**src/design/erx_macros.svh**
```systemverilog
`ifndef ERX_MACROS_SVH
`define ERX_MACROS_SVH

//####################
// Receive path sizing
//####################

// Heartbeat counter width
// One beat every 2**ERX_RCW cycles
`define ERX_RCW          4

`define ERX_NLANES       4        // Striped lanes
`define ERX_LANE_DEPTH   4        // Entries per lane, also credits per lane

// Whole buffer worth of source credits
`define ERX_SRC_CREDITS  (`ERX_NLANES * `ERX_LANE_DEPTH)

`define ERX_BYTE_W       8        // Received byte

`endif

```
**src/design/erx_pkg.sv**
```systemverilog
`include "erx_macros.svh"

package erx_pkg;

   //####################
   // Scalar types
   //####################

   typedef logic [`ERX_BYTE_W-1:0]         erx_data_t;     // One byte of payload
   typedef logic [$clog2(`ERX_NLANES)-1:0] erx_lane_idx_t; // Round-robin lane index

   //####################
   // Reset sequencer
   //####################

   // Sequencer states, stepped on heartbeat only
   typedef enum logic [1:0] {
      RESET_ALL = 2'd0,   // PLL held in reset
      START_PLL = 2'd1,   // Waiting for lock and delay cal
      ACTIVE    = 2'd2    // Datapath running
   } erx_state_e;

   //####################
   // Datapath bundles
   //####################

   // Byte on the source, sink and lane head links
   typedef struct packed {
      logic      valid;   // Byte present this cycle
      erx_data_t data;
   } erx_byte_t;

   // Distributor to lane write port
   typedef struct packed {
      logic      push;    // Write into the lane FIFO
      erx_data_t data;
   } erx_slot_t;

endpackage

```
**src/design/erx_reset_seq.sv**
```systemverilog
`timescale 1ns/1ps
`include "erx_macros.svh"

module erx_reset_seq
   import erx_pkg::*;
(
   input  logic sys_clk,
   input  logic rx_nreset_in,
   input  logic soft_reset,      // Software hold, high keeps rx down
   input  logic pll_locked,      // Lock from PLL, not yet synced
   input  logic idelay_ready,    // Delay calibration done
   output logic rx_active,
   output logic pll_reset
);

   logic [`ERX_RCW-1:0] hb_cnt;         // Free running
   logic                heartbeat;      // One cycle per wrap
   logic                lock_meta;      // Sync stage 1
   logic                lock_sync;      // Sync stage 2
   erx_state_e          state;

   //####################
   // Heartbeat
   //####################

   // Counter wraps every 2**RCW cycles
   // Heartbeat is high in the cycle the count sits at zero
   always_ff @(posedge sys_clk or negedge rx_nreset_in)
   begin
      if (!rx_nreset_in)
      begin
         hb_cnt    <= '0;
         heartbeat <= 1'b0;
      end
      else
      begin
         hb_cnt    <= hb_cnt + 1'b1;
         heartbeat <= &hb_cnt;      // About to wrap
      end
   end

   //####################
   // Lock synchronizer
   //####################

   always_ff @(posedge sys_clk or negedge rx_nreset_in)
   begin
      if (!rx_nreset_in)
      begin
         lock_meta <= 1'b0;
         lock_sync <= 1'b0;
      end
      else
      begin
         lock_meta <= pll_locked;
         lock_sync <= lock_meta;
      end
   end

   //####################
   // Sequencer FSM
   //####################

   always_ff @(posedge sys_clk or negedge rx_nreset_in)
   begin
      if (!rx_nreset_in)
         state <= RESET_ALL;
      else if (heartbeat)     // Only moves on a beat
      begin
         case (state)
            RESET_ALL :
               if (!soft_reset)
                  state <= START_PLL;
            START_PLL :
               if (lock_sync && idelay_ready)
                  state <= ACTIVE;       // PLL up and delays calibrated
            ACTIVE :
               if (soft_reset)
                  state <= RESET_ALL;    // Back to the start
            default :
               state <= RESET_ALL;       // Unused encoding
         endcase
      end
   end

   // Decoded outputs
   assign rx_active = (state == ACTIVE);
   assign pll_reset = (state == RESET_ALL);

endmodule

```
**src/design/erx_lane_dist.sv**
```systemverilog
`timescale 1ns/1ps
`include "erx_macros.svh"

module erx_lane_dist
   import erx_pkg::*;
(
   input  logic                    sys_clk,
   input  logic                    rx_nreset_in,
   input  logic                    rx_active,
   input  erx_byte_t               in_byte,                 // From source
   output erx_slot_t               slot [`ERX_NLANES],      // One write port per lane
   input  logic [`ERX_NLANES-1:0]  lane_credit              // Pulse per lane pop
);

   localparam int CW = $clog2(`ERX_LANE_DEPTH + 1);

   erx_lane_idx_t           wr_lane;                     // Round-robin pointer
   logic [CW-1:0]           lane_cnt [`ERX_NLANES];      // Credits held per lane
   logic                    accept;
   logic [`ERX_NLANES-1:0]  push_q;
   erx_data_t               data_q;

   // Take the byte only when the target lane has room
   // Source credits keep this true in normal traffic
   assign accept = rx_active & in_byte.valid & (lane_cnt[wr_lane] != '0);

   //####################
   // Control registers
   //####################

   always_ff @(posedge sys_clk or negedge rx_nreset_in)
   begin
      if (!rx_nreset_in)
      begin
         wr_lane <= '0;
         push_q  <= '0;
         for (int k = 0; k < `ERX_NLANES; k++)
            lane_cnt[k] <= CW'(`ERX_LANE_DEPTH);
      end
      else if (!rx_active)
      begin
         wr_lane <= '0;                               // Restart at lane 0
         push_q  <= '0;
         for (int k = 0; k < `ERX_NLANES; k++)
            lane_cnt[k] <= CW'(`ERX_LANE_DEPTH);     // Lanes are flushed too
      end
      else
      begin
         for (int k = 0; k < `ERX_NLANES; k++)
         begin
            push_q[k]   <= accept && (wr_lane == erx_lane_idx_t'(k));
            lane_cnt[k] <= lane_cnt[k]
                         - CW'(accept && (wr_lane == erx_lane_idx_t'(k)))
                         + CW'(lane_credit[k]);       // Pop returns one
         end
         if (accept)
            wr_lane <= (wr_lane == erx_lane_idx_t'(`ERX_NLANES - 1)) ?
                       '0 : wr_lane + 1'b1;
      end
   end

   // Payload shared by all lanes, push picks the target
   always_ff @(posedge sys_clk)
      data_q <= in_byte.data;

   always_comb
   begin
      for (int k = 0; k < `ERX_NLANES; k++)
         slot[k] = '{push: push_q[k], data: data_q};
   end

endmodule

```
**src/design/erx_lane.sv**
```systemverilog
`timescale 1ns/1ps
`include "erx_macros.svh"

module erx_lane
   import erx_pkg::*;
(
   input  logic      sys_clk,
   input  logic      rx_nreset_in,
   input  logic      flush,          // Drop everything, no credits back
   input  erx_slot_t slot,           // Write side from distributor
   input  logic      pop,            // Read strobe from merger
   output erx_byte_t head,           // Oldest entry and not-empty flag
   output logic      lane_credit     // One per entry popped
);

   localparam int AW = $clog2(`ERX_LANE_DEPTH);
   localparam int CW = $clog2(`ERX_LANE_DEPTH + 1);

   erx_data_t      mem [`ERX_LANE_DEPTH];
   logic [AW-1:0]  wr_ptr;
   logic [AW-1:0]  rd_ptr;
   logic [CW-1:0]  count;            // Occupancy
   logic           not_empty;
   logic           not_full;
   logic           do_push;
   logic           do_pop;

   assign not_empty = (count != '0);
   assign not_full  = (count != CW'(`ERX_LANE_DEPTH));

   // Flush wins over both ports
   assign do_push = slot.push & not_full & ~flush;
   assign do_pop  = pop & not_empty & ~flush;

   //####################
   // Pointers and count
   //####################

   always_ff @(posedge sys_clk or negedge rx_nreset_in)
   begin
      if (!rx_nreset_in)
      begin
         wr_ptr <= '0;
         rd_ptr <= '0;
         count  <= '0;
      end
      else if (flush)
      begin
         wr_ptr <= '0;
         rd_ptr <= '0;
         count  <= '0;        // Contents lost
      end
      else
      begin
         if (do_push)
            wr_ptr <= (wr_ptr == AW'(`ERX_LANE_DEPTH - 1)) ? '0 : wr_ptr + 1'b1;
         if (do_pop)
            rd_ptr <= (rd_ptr == AW'(`ERX_LANE_DEPTH - 1)) ? '0 : rd_ptr + 1'b1;
         count <= count + CW'(do_push) - CW'(do_pop);
      end
   end

   // Storage
   always_ff @(posedge sys_clk)
   begin
      if (do_push)
         mem[wr_ptr] <= slot.data;
   end

   assign head        = '{valid: not_empty & ~flush, data: mem[rd_ptr]};
   assign lane_credit = do_pop;     // Same cycle as the pop

endmodule

```
**src/design/erx_lane_merge.sv**
```systemverilog
`timescale 1ns/1ps
`include "erx_macros.svh"

module erx_lane_merge
   import erx_pkg::*;
(
   input  logic                    sys_clk,
   input  logic                    rx_nreset_in,
   input  logic                    rx_active,
   input  erx_byte_t               head [`ERX_NLANES],   // Lane heads
   output logic [`ERX_NLANES-1:0]  pop,
   input  logic                    out_credit,           // Sink grants one byte
   output erx_byte_t               out_byte,             // To sink
   output logic                    in_credit             // Back to source
);

   erx_lane_idx_t  rd_lane;          // Follows the distributor order
   logic [7:0]     sink_cnt;         // Sink credits held
   logic           take;
   logic           credit_inc;
   logic           stage_v;          // Popped byte, stage 2
   erx_data_t      stage_d;
   logic           out_v;            // Output register, stage 3
   erx_data_t      out_d;
   logic           credit_q;         // Source credit return, stage 3

   // Pop only the lane in turn, and only with a sink credit
   assign take       = rx_active & head[rd_lane].valid & (sink_cnt != '0);
   assign credit_inc = out_credit & (sink_cnt != 8'hff);   // Saturate

   always_comb
   begin
      for (int k = 0; k < `ERX_NLANES; k++)
         pop[k] = take && (rd_lane == erx_lane_idx_t'(k));
   end

   //####################
   // Control registers
   //####################

   always_ff @(posedge sys_clk or negedge rx_nreset_in)
   begin
      if (!rx_nreset_in)
      begin
         rd_lane  <= '0;
         sink_cnt <= '0;
         stage_v  <= 1'b0;
         out_v    <= 1'b0;
         credit_q <= 1'b0;
      end
      else if (!rx_active)
      begin
         rd_lane  <= '0;         // Match distributor restart
         sink_cnt <= '0;         // Credits in flight are dropped
         stage_v  <= 1'b0;
         out_v    <= 1'b0;
         credit_q <= 1'b0;
      end
      else
      begin
         if (take)
            rd_lane <= (rd_lane == erx_lane_idx_t'(`ERX_NLANES - 1)) ?
                       '0 : rd_lane + 1'b1;
         sink_cnt <= sink_cnt - 8'(take) + 8'(credit_inc);
         stage_v  <= take;
         out_v    <= stage_v;
         credit_q <= stage_v;    // Lines up with the output register
      end
   end

   // Payload pipe
   always_ff @(posedge sys_clk)
   begin
      stage_d <= head[rd_lane].data;
      out_d   <= stage_d;
   end

   // Nothing leaves once the sequencer drops out of ACTIVE
   assign out_byte  = '{valid: out_v & rx_active, data: out_d};
   assign in_credit = credit_q & rx_active;     // Source credit per byte out

endmodule

```
**src/design/erx_top.sv**
```systemverilog
`timescale 1ns/1ps
`include "erx_macros.svh"

module erx_top
   import erx_pkg::*;
(
   input  logic      sys_clk,
   input  logic      rx_nreset_in,
   input  logic      soft_reset,
   input  logic      pll_locked,
   input  logic      idelay_ready,
   input  erx_byte_t in_byte,          // Source link
   output logic      in_credit,
   output erx_byte_t out_byte,         // Sink link
   input  logic      out_credit,
   output logic      rx_active,
   output logic      pll_reset
);

   erx_slot_t               slot [`ERX_NLANES];    // Distributor to lanes
   erx_byte_t               head [`ERX_NLANES];    // Lanes to merger
   logic [`ERX_NLANES-1:0]  pop;
   logic [`ERX_NLANES-1:0]  lane_credit;

   //####################
   // Sequencer
   //####################

   erx_reset_seq i_reset_seq (
      .sys_clk      (sys_clk),
      .rx_nreset_in (rx_nreset_in),
      .soft_reset   (soft_reset),
      .pll_locked   (pll_locked),
      .idelay_ready (idelay_ready),
      .rx_active    (rx_active),
      .pll_reset    (pll_reset)
   );

   //####################
   // Striped buffer
   //####################

   erx_lane_dist i_dist (
      .sys_clk      (sys_clk),
      .rx_nreset_in (rx_nreset_in),
      .rx_active    (rx_active),
      .in_byte      (in_byte),
      .slot         (slot),
      .lane_credit  (lane_credit)
   );

   // Lanes flush together whenever rx is down
   for (genvar k = 0; k < `ERX_NLANES; k++)
   begin : g_lane
      erx_lane i_lane (
         .sys_clk      (sys_clk),
         .rx_nreset_in (rx_nreset_in),
         .flush        (~rx_active),
         .slot         (slot[k]),
         .pop          (pop[k]),
         .head         (head[k]),
         .lane_credit  (lane_credit[k])
      );
   end

   erx_lane_merge i_merge (
      .sys_clk      (sys_clk),
      .rx_nreset_in (rx_nreset_in),
      .rx_active    (rx_active),
      .head         (head),
      .pop          (pop),
      .out_credit   (out_credit),
      .out_byte     (out_byte),
      .in_credit    (in_credit)
   );

endmodule

```
**config.mk**
```make
export PLATFORM = sky130hd
export DESIGN_NAME = erx_top
export DESIGN_NICKNAME = d
export VERILOG_FILES = /design/src/design/erx_pkg.sv /design/src/design/erx_reset_seq.sv /design/src/design/erx_lane_dist.sv /design/src/design/erx_lane.sv /design/src/design/erx_lane_merge.sv /design/src/design/erx_top.sv
export VERILOG_INCLUDE_DIRS = /design/src /design/src/design
export SDC_FILE = /design/constraint.sdc
export NUM_CORES = 1
export LEC_CHECK = 0
export BUFFER_PORTS_ARGS = -buffer_cell sky130_fd_sc_hd__buf_2
export CAP_MARGIN = 20
export CORE_ASPECT_RATIO = 0.6
export CORE_MARGIN = 10
export CORE_UTILIZATION = 50
export DETAILED_ROUTE_END_ITERATION = 7
export PLACE_DENSITY = 0.66
export SYNTH_ARGS = -nofsm -noshare
export SYNTH_HDL_FRONTEND = slang
export SYNTH_HIERARCHICAL = 1
export SYNTH_SLANG_ARGS = --single-unit
export TNS_END_PERCENT = 20
```
**constraint.sdc**
```tcl
create_clock -name sys_clk -period 3.9 [get_ports sys_clk]
set_input_delay 0.39 -clock sys_clk [delete_from_list [all_inputs] [get_ports sys_clk]]
set_output_delay 0.39 -clock sys_clk [all_outputs]
set_load 0.01 [all_outputs]
```
==> metrics, run 1 <==
post-route ant nets 0; commonest non-fill, non-tap cell in the layout edfxtp_1; largest net degree at the start of global routing 44; GP Congestion 0.801; Die Span Y 129 µm; detailed-route wire length per cell 19.2 µm; routed wire length 18.2 mm; htree depth 1; EDFF count, synth 128; Site Rows 39; r2r setup slk 0.33 ns; Nets 747; Top FF cell, synth edfxtp_1; Final Hold Fails 0; fin crit share 0.916; Tot GR Track Use 0.142; vias per inst 5.33; Critical Path Source i_reset_seq/state[0]; Lkg Pwr 4.14 nW; status completed; Root Buffer clkbuf_16; number of fillers in the final layout 1498; Worst EP arrival 3.94 ns; Slew @ Worst Pin 0.914 ns; HP Class in -> async; mean post-synth cell area 15.2 µm²; #FFs+latches synth 219; Mapped Nets 726; initial antenna violation count 2; mapped cell area 9840 µm²; max cap viols 0; Placed Instance Area 10000 µm²; crit path kind reg -> reg; post-synth top area share 0.391; Remaining DRCs 0; RR Startpoint i_reset_seq/state[0]; drt pass-1 iters 5; fmax 0.280 GHz; PortBufs 26; Die Area 25900 µm²; commonest cells after routing, fill and taps aside edfxtp_1 (128), dfrtp_1 (63), ha_1 (56), inv_1 (55), and2_1 (45); DP Wirelength 12.6 mm; share of post-route cells with drive strength above 1 0.192; worst r2r path cells 16; Max IR drop VDD 0.414 mV; vias 5051; Max-slew headroom 0.391; Setup violations, final 0; Synth cell types 57; placed insts 901; clk_lat worst skew 0.51 ns; Die Wd 201 µm; crit path max fanout 9; Worst Skew 0.0161 ns; Total Neg Setup Slack 0 ns; Critical Path RT 4.27 ns; fin. max-slew vios 0; CTS tree done; clk slew on worst S/H paths 0.06 ns; non-filler cells, final 948; share of the yosys chip area belonging to registers 0.611; CTS-repair resized insts 0; Util after Layout 0.562; synth top area cells edfxtp_1 (39%), dfrtp_1 (16%), mux4_2 (9.4%); Initial Util 0.513; ant diodes 0; Yosys warning count 6; DRT iter0 DRCs 386; crit path launch type flip-flop; CTS max path bufs 3; reg-to-reg critical path endpoint g_lane[0].i_lane/count[2]; first-pass GRT wire length 29.1 mm; postcts setup bufs 0; Tmin final 3.57 ns; vias in the first global route 5186; Post-Synthesis Cells 646; cell accounting for the most synthesized area edfxtp_1; pwr dens 413 nW/µm²; grt ovf 0; FFs w/ async S/R, synth 0.306; Sink Count 219; Ports 27; Area growth, synth to finish 9.53%; CTS buffer count 21; Core Box Area 19200 µm²; post-route design area 10800 µm²; Worst Setup End Kind flip-flop; RSZ-0062 raised after global routing false
worst max path at each step:
stage	endpoint	slack, ns	cells past startpoint
2_1_floorplan	g_lane[0].i_lane/count[2]	0.37	17
3_3_place_gp	g_lane[3].i_lane/count[2]	0.55	15
3_5_place_dp	g_lane[0].i_lane/count[2]	0.35	16
4_1_cts	g_lane[0].i_lane/count[2]	0.34	16
5_1_grt	g_lane[0].i_lane/count[2]	0.10	16
6_report	g_lane[0].i_lane/count[2]	0.33	16
sequential cells by signal, indices dropped and copies added, names as in the netlist:
register               cells
g_lane.i_lane/mem        128
g_lane.i_lane/count       12
i_dist/lane_cnt           12
g_lane.i_lane/rd_ptr       8
g_lane.i_lane/wr_ptr       8
i_dist/data_q              8
i_merge/out_d              8
i_merge/sink_cnt           8
i_merge/stage_d            8
i_dist/push_q              4
i_reset_seq/hb_cnt         4
i_dist/wr_lane             2
i_merge/rd_lane            2
i_reset_seq/state          2
i_merge/credit_q           1
i_merge/stage_v            1
i_reset_seq/heartbeat      1
i_reset_seq/lock_meta      1
i_reset_seq/lock_sync      1
timing repair:
| action | CTS | global route |
|---|---|---|
| endpoints found under the hold margin | 9 | 0 |
| endpoints found under the setup margin | 0 | 0 |
| hold buffers | 9 | 0 |
metrics by stage:
step | power [W] | setup WS (ns) | hold WS (ns)
finish | 0.00445 | 0.327 | 0.0244
global route | 0.00460 | 0.102 | 0.0884
CTS | 0.00449 | 0.340 | 0.0526
detailed placement | 0.00258 | 0.352 | 0.318
global placement | 0.00257 | 0.555 | 0.312
floorplan | 0.00255 | 0.368 | 0.0944
routing by layer:
layer | wire [µm] | GRT usage
met1 | 9340 | 0.219
met2 | 7690 | 0.204
met3 | 929 | 0.0261
met4 | 239 | 0.0293
met5 | 0 | 0
kinds of logic (layout without fill, tap and decap cells):
logic type | after synthesis | after routing | synth area share
xor gates and xnor gates | 23 | 23 | 0.0205
DFF | 219 | 219 | 0.611
and+or+nand+nor | 153 | 153 | 0.0906
AOI/OAI and AO/OA | 37 | 37 | 0.0329
muxes | 52 | 52 | 0.106
adders and majority gates | 65 | 65 | 0.0895
buffers and inverters | 97 | 133 | 0.0504
power by group:
part	switching (W)	internal (W)	leakage (nW)	total, W
sequential	0.0000245	0.00246	2.26	0.00248
clock	0.000845	0.00106	0.312	0.00191
combinational	0.0000322	0.0000197	1.56	0.0000519
total	0.000902	0.00354	4.14	0.00445
cell type report:
type                       count  area, µm²  share of cell area
inverter                      55        206              0.0192
clock inverter                12       91.3             0.00848
clock buffer                  26        544              0.0505
tap                          266        333              0.0309
sequential                   219       6010               0.557
multi-input combinational    330       3340               0.310
timing repair buffer          40        258              0.0239
synth_stat cells (10+ instances only):
cell type / number
buf_4: 26
dfrtp_1: 63
and2_1: 45
nand2_1: 17
xor2_1: 13
ha_1: 56
nor2_1: 35
mux4_2: 41
xnor2_1: 10
inv_1: 55
dfxtp_1: 24
edfxtp_1: 128
worst max-delay path: stages (launching register included):
cell and delay [ns]:
dfrtp_1 0.44, and2b_2 0.25, inv_1 0.16, nor2_1 0.11, mux4_2 0.51, o311a_4 0.19
and2_1 0.21, o31ai_2 0.10, nor2_1 0.12, ha_1 0.32, inv_1 0.06, ha_1 0.14
inv_1 0.06, fa_1 0.39, xor2_1 0.19, and2_1 0.17, nor3_2 0.04
(Power assumes the default switching activity.)
==> run 2: changes to the inputs <==
- CORE_UTILIZATION: 50 -> 45
- PLACE_DENSITY: 0.66 -> default
- clock period: 3.9 -> 4.2 ns (I/O delays scaled with it)
==> run 2 against run 1 <==
Non-clock buffer count is 10 lower. Core utilization is 5.1 points lower. Clock power is 9.9% higher. Maximum frequency is 0.78% higher. Worst hold slack worse by 0.0067 ns. Sequential power is 7% lower. Critical path type unchanged. Highest routed layer unchanged.
==> metrics, run 2 (synthesis results as in run 1) <==
status completed; post-route ant nets 0; r2r setup slk 0.66 ns; Ports 27; fin. max-slew vios 0; Slew @ Worst Pin 0.895 ns; fmax 0.282 GHz; Comb power frac 0.009; Tmin final 3.54 ns; Die Span Y 135 µm; RSZ-0062 raised after global routing false; commonest cells after routing, fill and taps aside edfxtp_1 (128), dfrtp_1 (63), ha_1 (56), inv_1 (55), and2_1 (45); htree depth 1; crit path launch type flip-flop; Worst Setup End Kind flip-flop; Max IR drop VDD 0.260 mV; Remaining DRCs 0; cell chain of the critical path and2b_2, inv_1, nor2_1, mux4_2, o311a_4, and2_1, o31ai_2, nor2_1, ha_1, inv_1, ha_1, inv_1, fa_1, xor2_1, and2_1, nor3_2; max cap viols 0; Final Hold Fails 0; crit-path leading delay family simple AND/OR/NAND/NOR gates; Int Pwr 0.00358 W; Switching Fraction 0.195; vias 4949; worst setup margin 0.655 ns; GP Congestion 0.792; Worst EP arrival 3.92 ns; pwr dens 410 nW/µm²; Setup violations, final 0; Site Rows 41; crit path max fanout 9; DRT iter0 DRCs 300; share of post-route cells with drive strength above 1 0.200; largest net degree at the start of global routing 68; ant diodes 0; Biggest register g_lane.i_lane/mem; Critical Path RT 4.57 ns; reg-to-reg critical path endpoint g_lane[3].i_lane/count[2]; postcts setup bufs 0; detailed-route wire length per cell 18.9 µm; commonest non-fill, non-tap cell in the layout edfxtp_1; Die Area 28400 µm²; CTS tree done; CTS max path bufs 3; fin crit share 0.844; crit-path max cell delay 0.51 ns; initial antenna violation count 1; grt ovf 0; Total Neg Setup Slack 0 ns; pre-CTS setup slack 0.683 ns; Clock power frac 0.472; Sink Count 219; clk_lat worst skew 0.50 ns; CTS buffer count 22; hold path cells 1; Worst Skew 0.00847 ns; routed wire length 18.0 mm; drt pass-1 iters 4; switching power 0.000865 W; worst r2r path cells 16; buffers plus inverters on the worst setup path 3; Initial Util 0.463; min-delay src in_byte[4]; max reg flops 128; Root Buffer clkbuf_16; Max stage delay cell, worst path mux4_2; top flop regs g_lane.i_lane/mem: 128 flops, g_lane.i_lane/count: 12 flops, i_dist/lane_cnt: 12 flops; Core Box Area 21200 µm²; Die Wd 211 µm; RR Startpoint i_reset_seq/state[0]; sequential group share of total power 0.518; Nets 738; WHS Endpoint i_dist/data_q[4]; crit path kind reg -> reg; vias in the first global route 5074; PortBufs 26; CTS-repair resized insts 0; Tot GR Track Use 0.131; DP Wirelength 12.4 mm; Post-CTS Hold Buffers 0; Area growth, synth to finish 10.2%; HP Class in -> reg; Crit path top cell by count inv_1; vias per inst 5.19; total power 0.00445 W; clk slew on worst S/H paths 0.06 ns; Lkg Pwr 4.16 nW; Max-slew headroom 0.404; first-pass GRT wire length 29.2 mm
-- run 2: cell types whose count changed in the layout (fill, tap and decap cells not counted), moves of 2 or more --
| cell | delta |
|---|---|
| clkbuf_1 | -2 |
| clkbuf_8 | +2 |
| bufinv_16 | +3 |
| clkbuf_16 | +2 |
| clkinv_2 | -3 |
| dlygate4sd3_1 | -9 |
-- run 2: layer usage --
layer / vias up / wire length, µm / global-route usage
met2: 91 / 7350 / 0.177
met3: 23 / 1130 / 0.0229
met4: 0 / 308 / 0.0296
li1: 2312 / - / -
met5: - / 0 / 0
met1: 2523 / 9240 / 0.211
-- run 2: final cells by class --
cell class / instances / area (µm²)
Fill cell: 1756 / 10400
Sequential cell: 219 / 6010
Multi-Input combinational cell: 330 / 3340
Clock buffer: 28 / 614
Tap cell: 279 / 349
Inverter: 55 / 206
Clock inverter: 12 / 170
Timing Repair Buffer: 30 / 160
-- run 2: worst max-delay path by stage --
| stage | endpoint | from | cells past startpoint |
|---|---|---|---|
| 3_5_place_dp | g_lane[0].i_lane/count[2] | i_reset_seq/state[0] | 16 |
| 2_1_floorplan | g_lane[0].i_lane/count[2] | i_reset_seq/state[0] | 17 |
| 3_3_place_gp | g_lane[3].i_lane/count[2] | g_lane[2].i_lane/count[1] | 15 |
| 4_1_cts | g_lane[3].i_lane/count[2] | i_reset_seq/state[0] | 16 |
| 6_report | g_lane[3].i_lane/count[2] | i_reset_seq/state[0] | 16 |
| 5_1_grt | g_lane[3].i_lane/count[2] | i_reset_seq/state[0] | 16 |
-- run 2: stage by stage --
stage,utilization,area [µm²],hold slack [ns],std cells
2_1_floorplan,-,9840,0.124,646
3_3_place_gp,0.474,10100,0.313,913
3_5_place_dp,0.474,10100,0.312,913
4_1_cts,0.510,10800,0.00192,953
5_1_grt,0.510,10800,0.00665,953
6_report,0.510,10800,0.0178,953
-- run 2: power groups by stage --
| stage | combinational, W | clock [W] | sequential (W) |
|---|---|---|---|
| floorplan | 0.0000374 | 0 | 0.00233 |
| global placement | 0.0000420 | 0 | 0.00235 |
| detailed placement | 0.0000435 | 0 | 0.00235 |
| CTS | 0.0000438 | 0.00215 | 0.00231 |
| global route | 0.0000482 | 0.00225 | 0.00231 |
| finish | 0.0000415 | 0.00210 | 0.00231 |
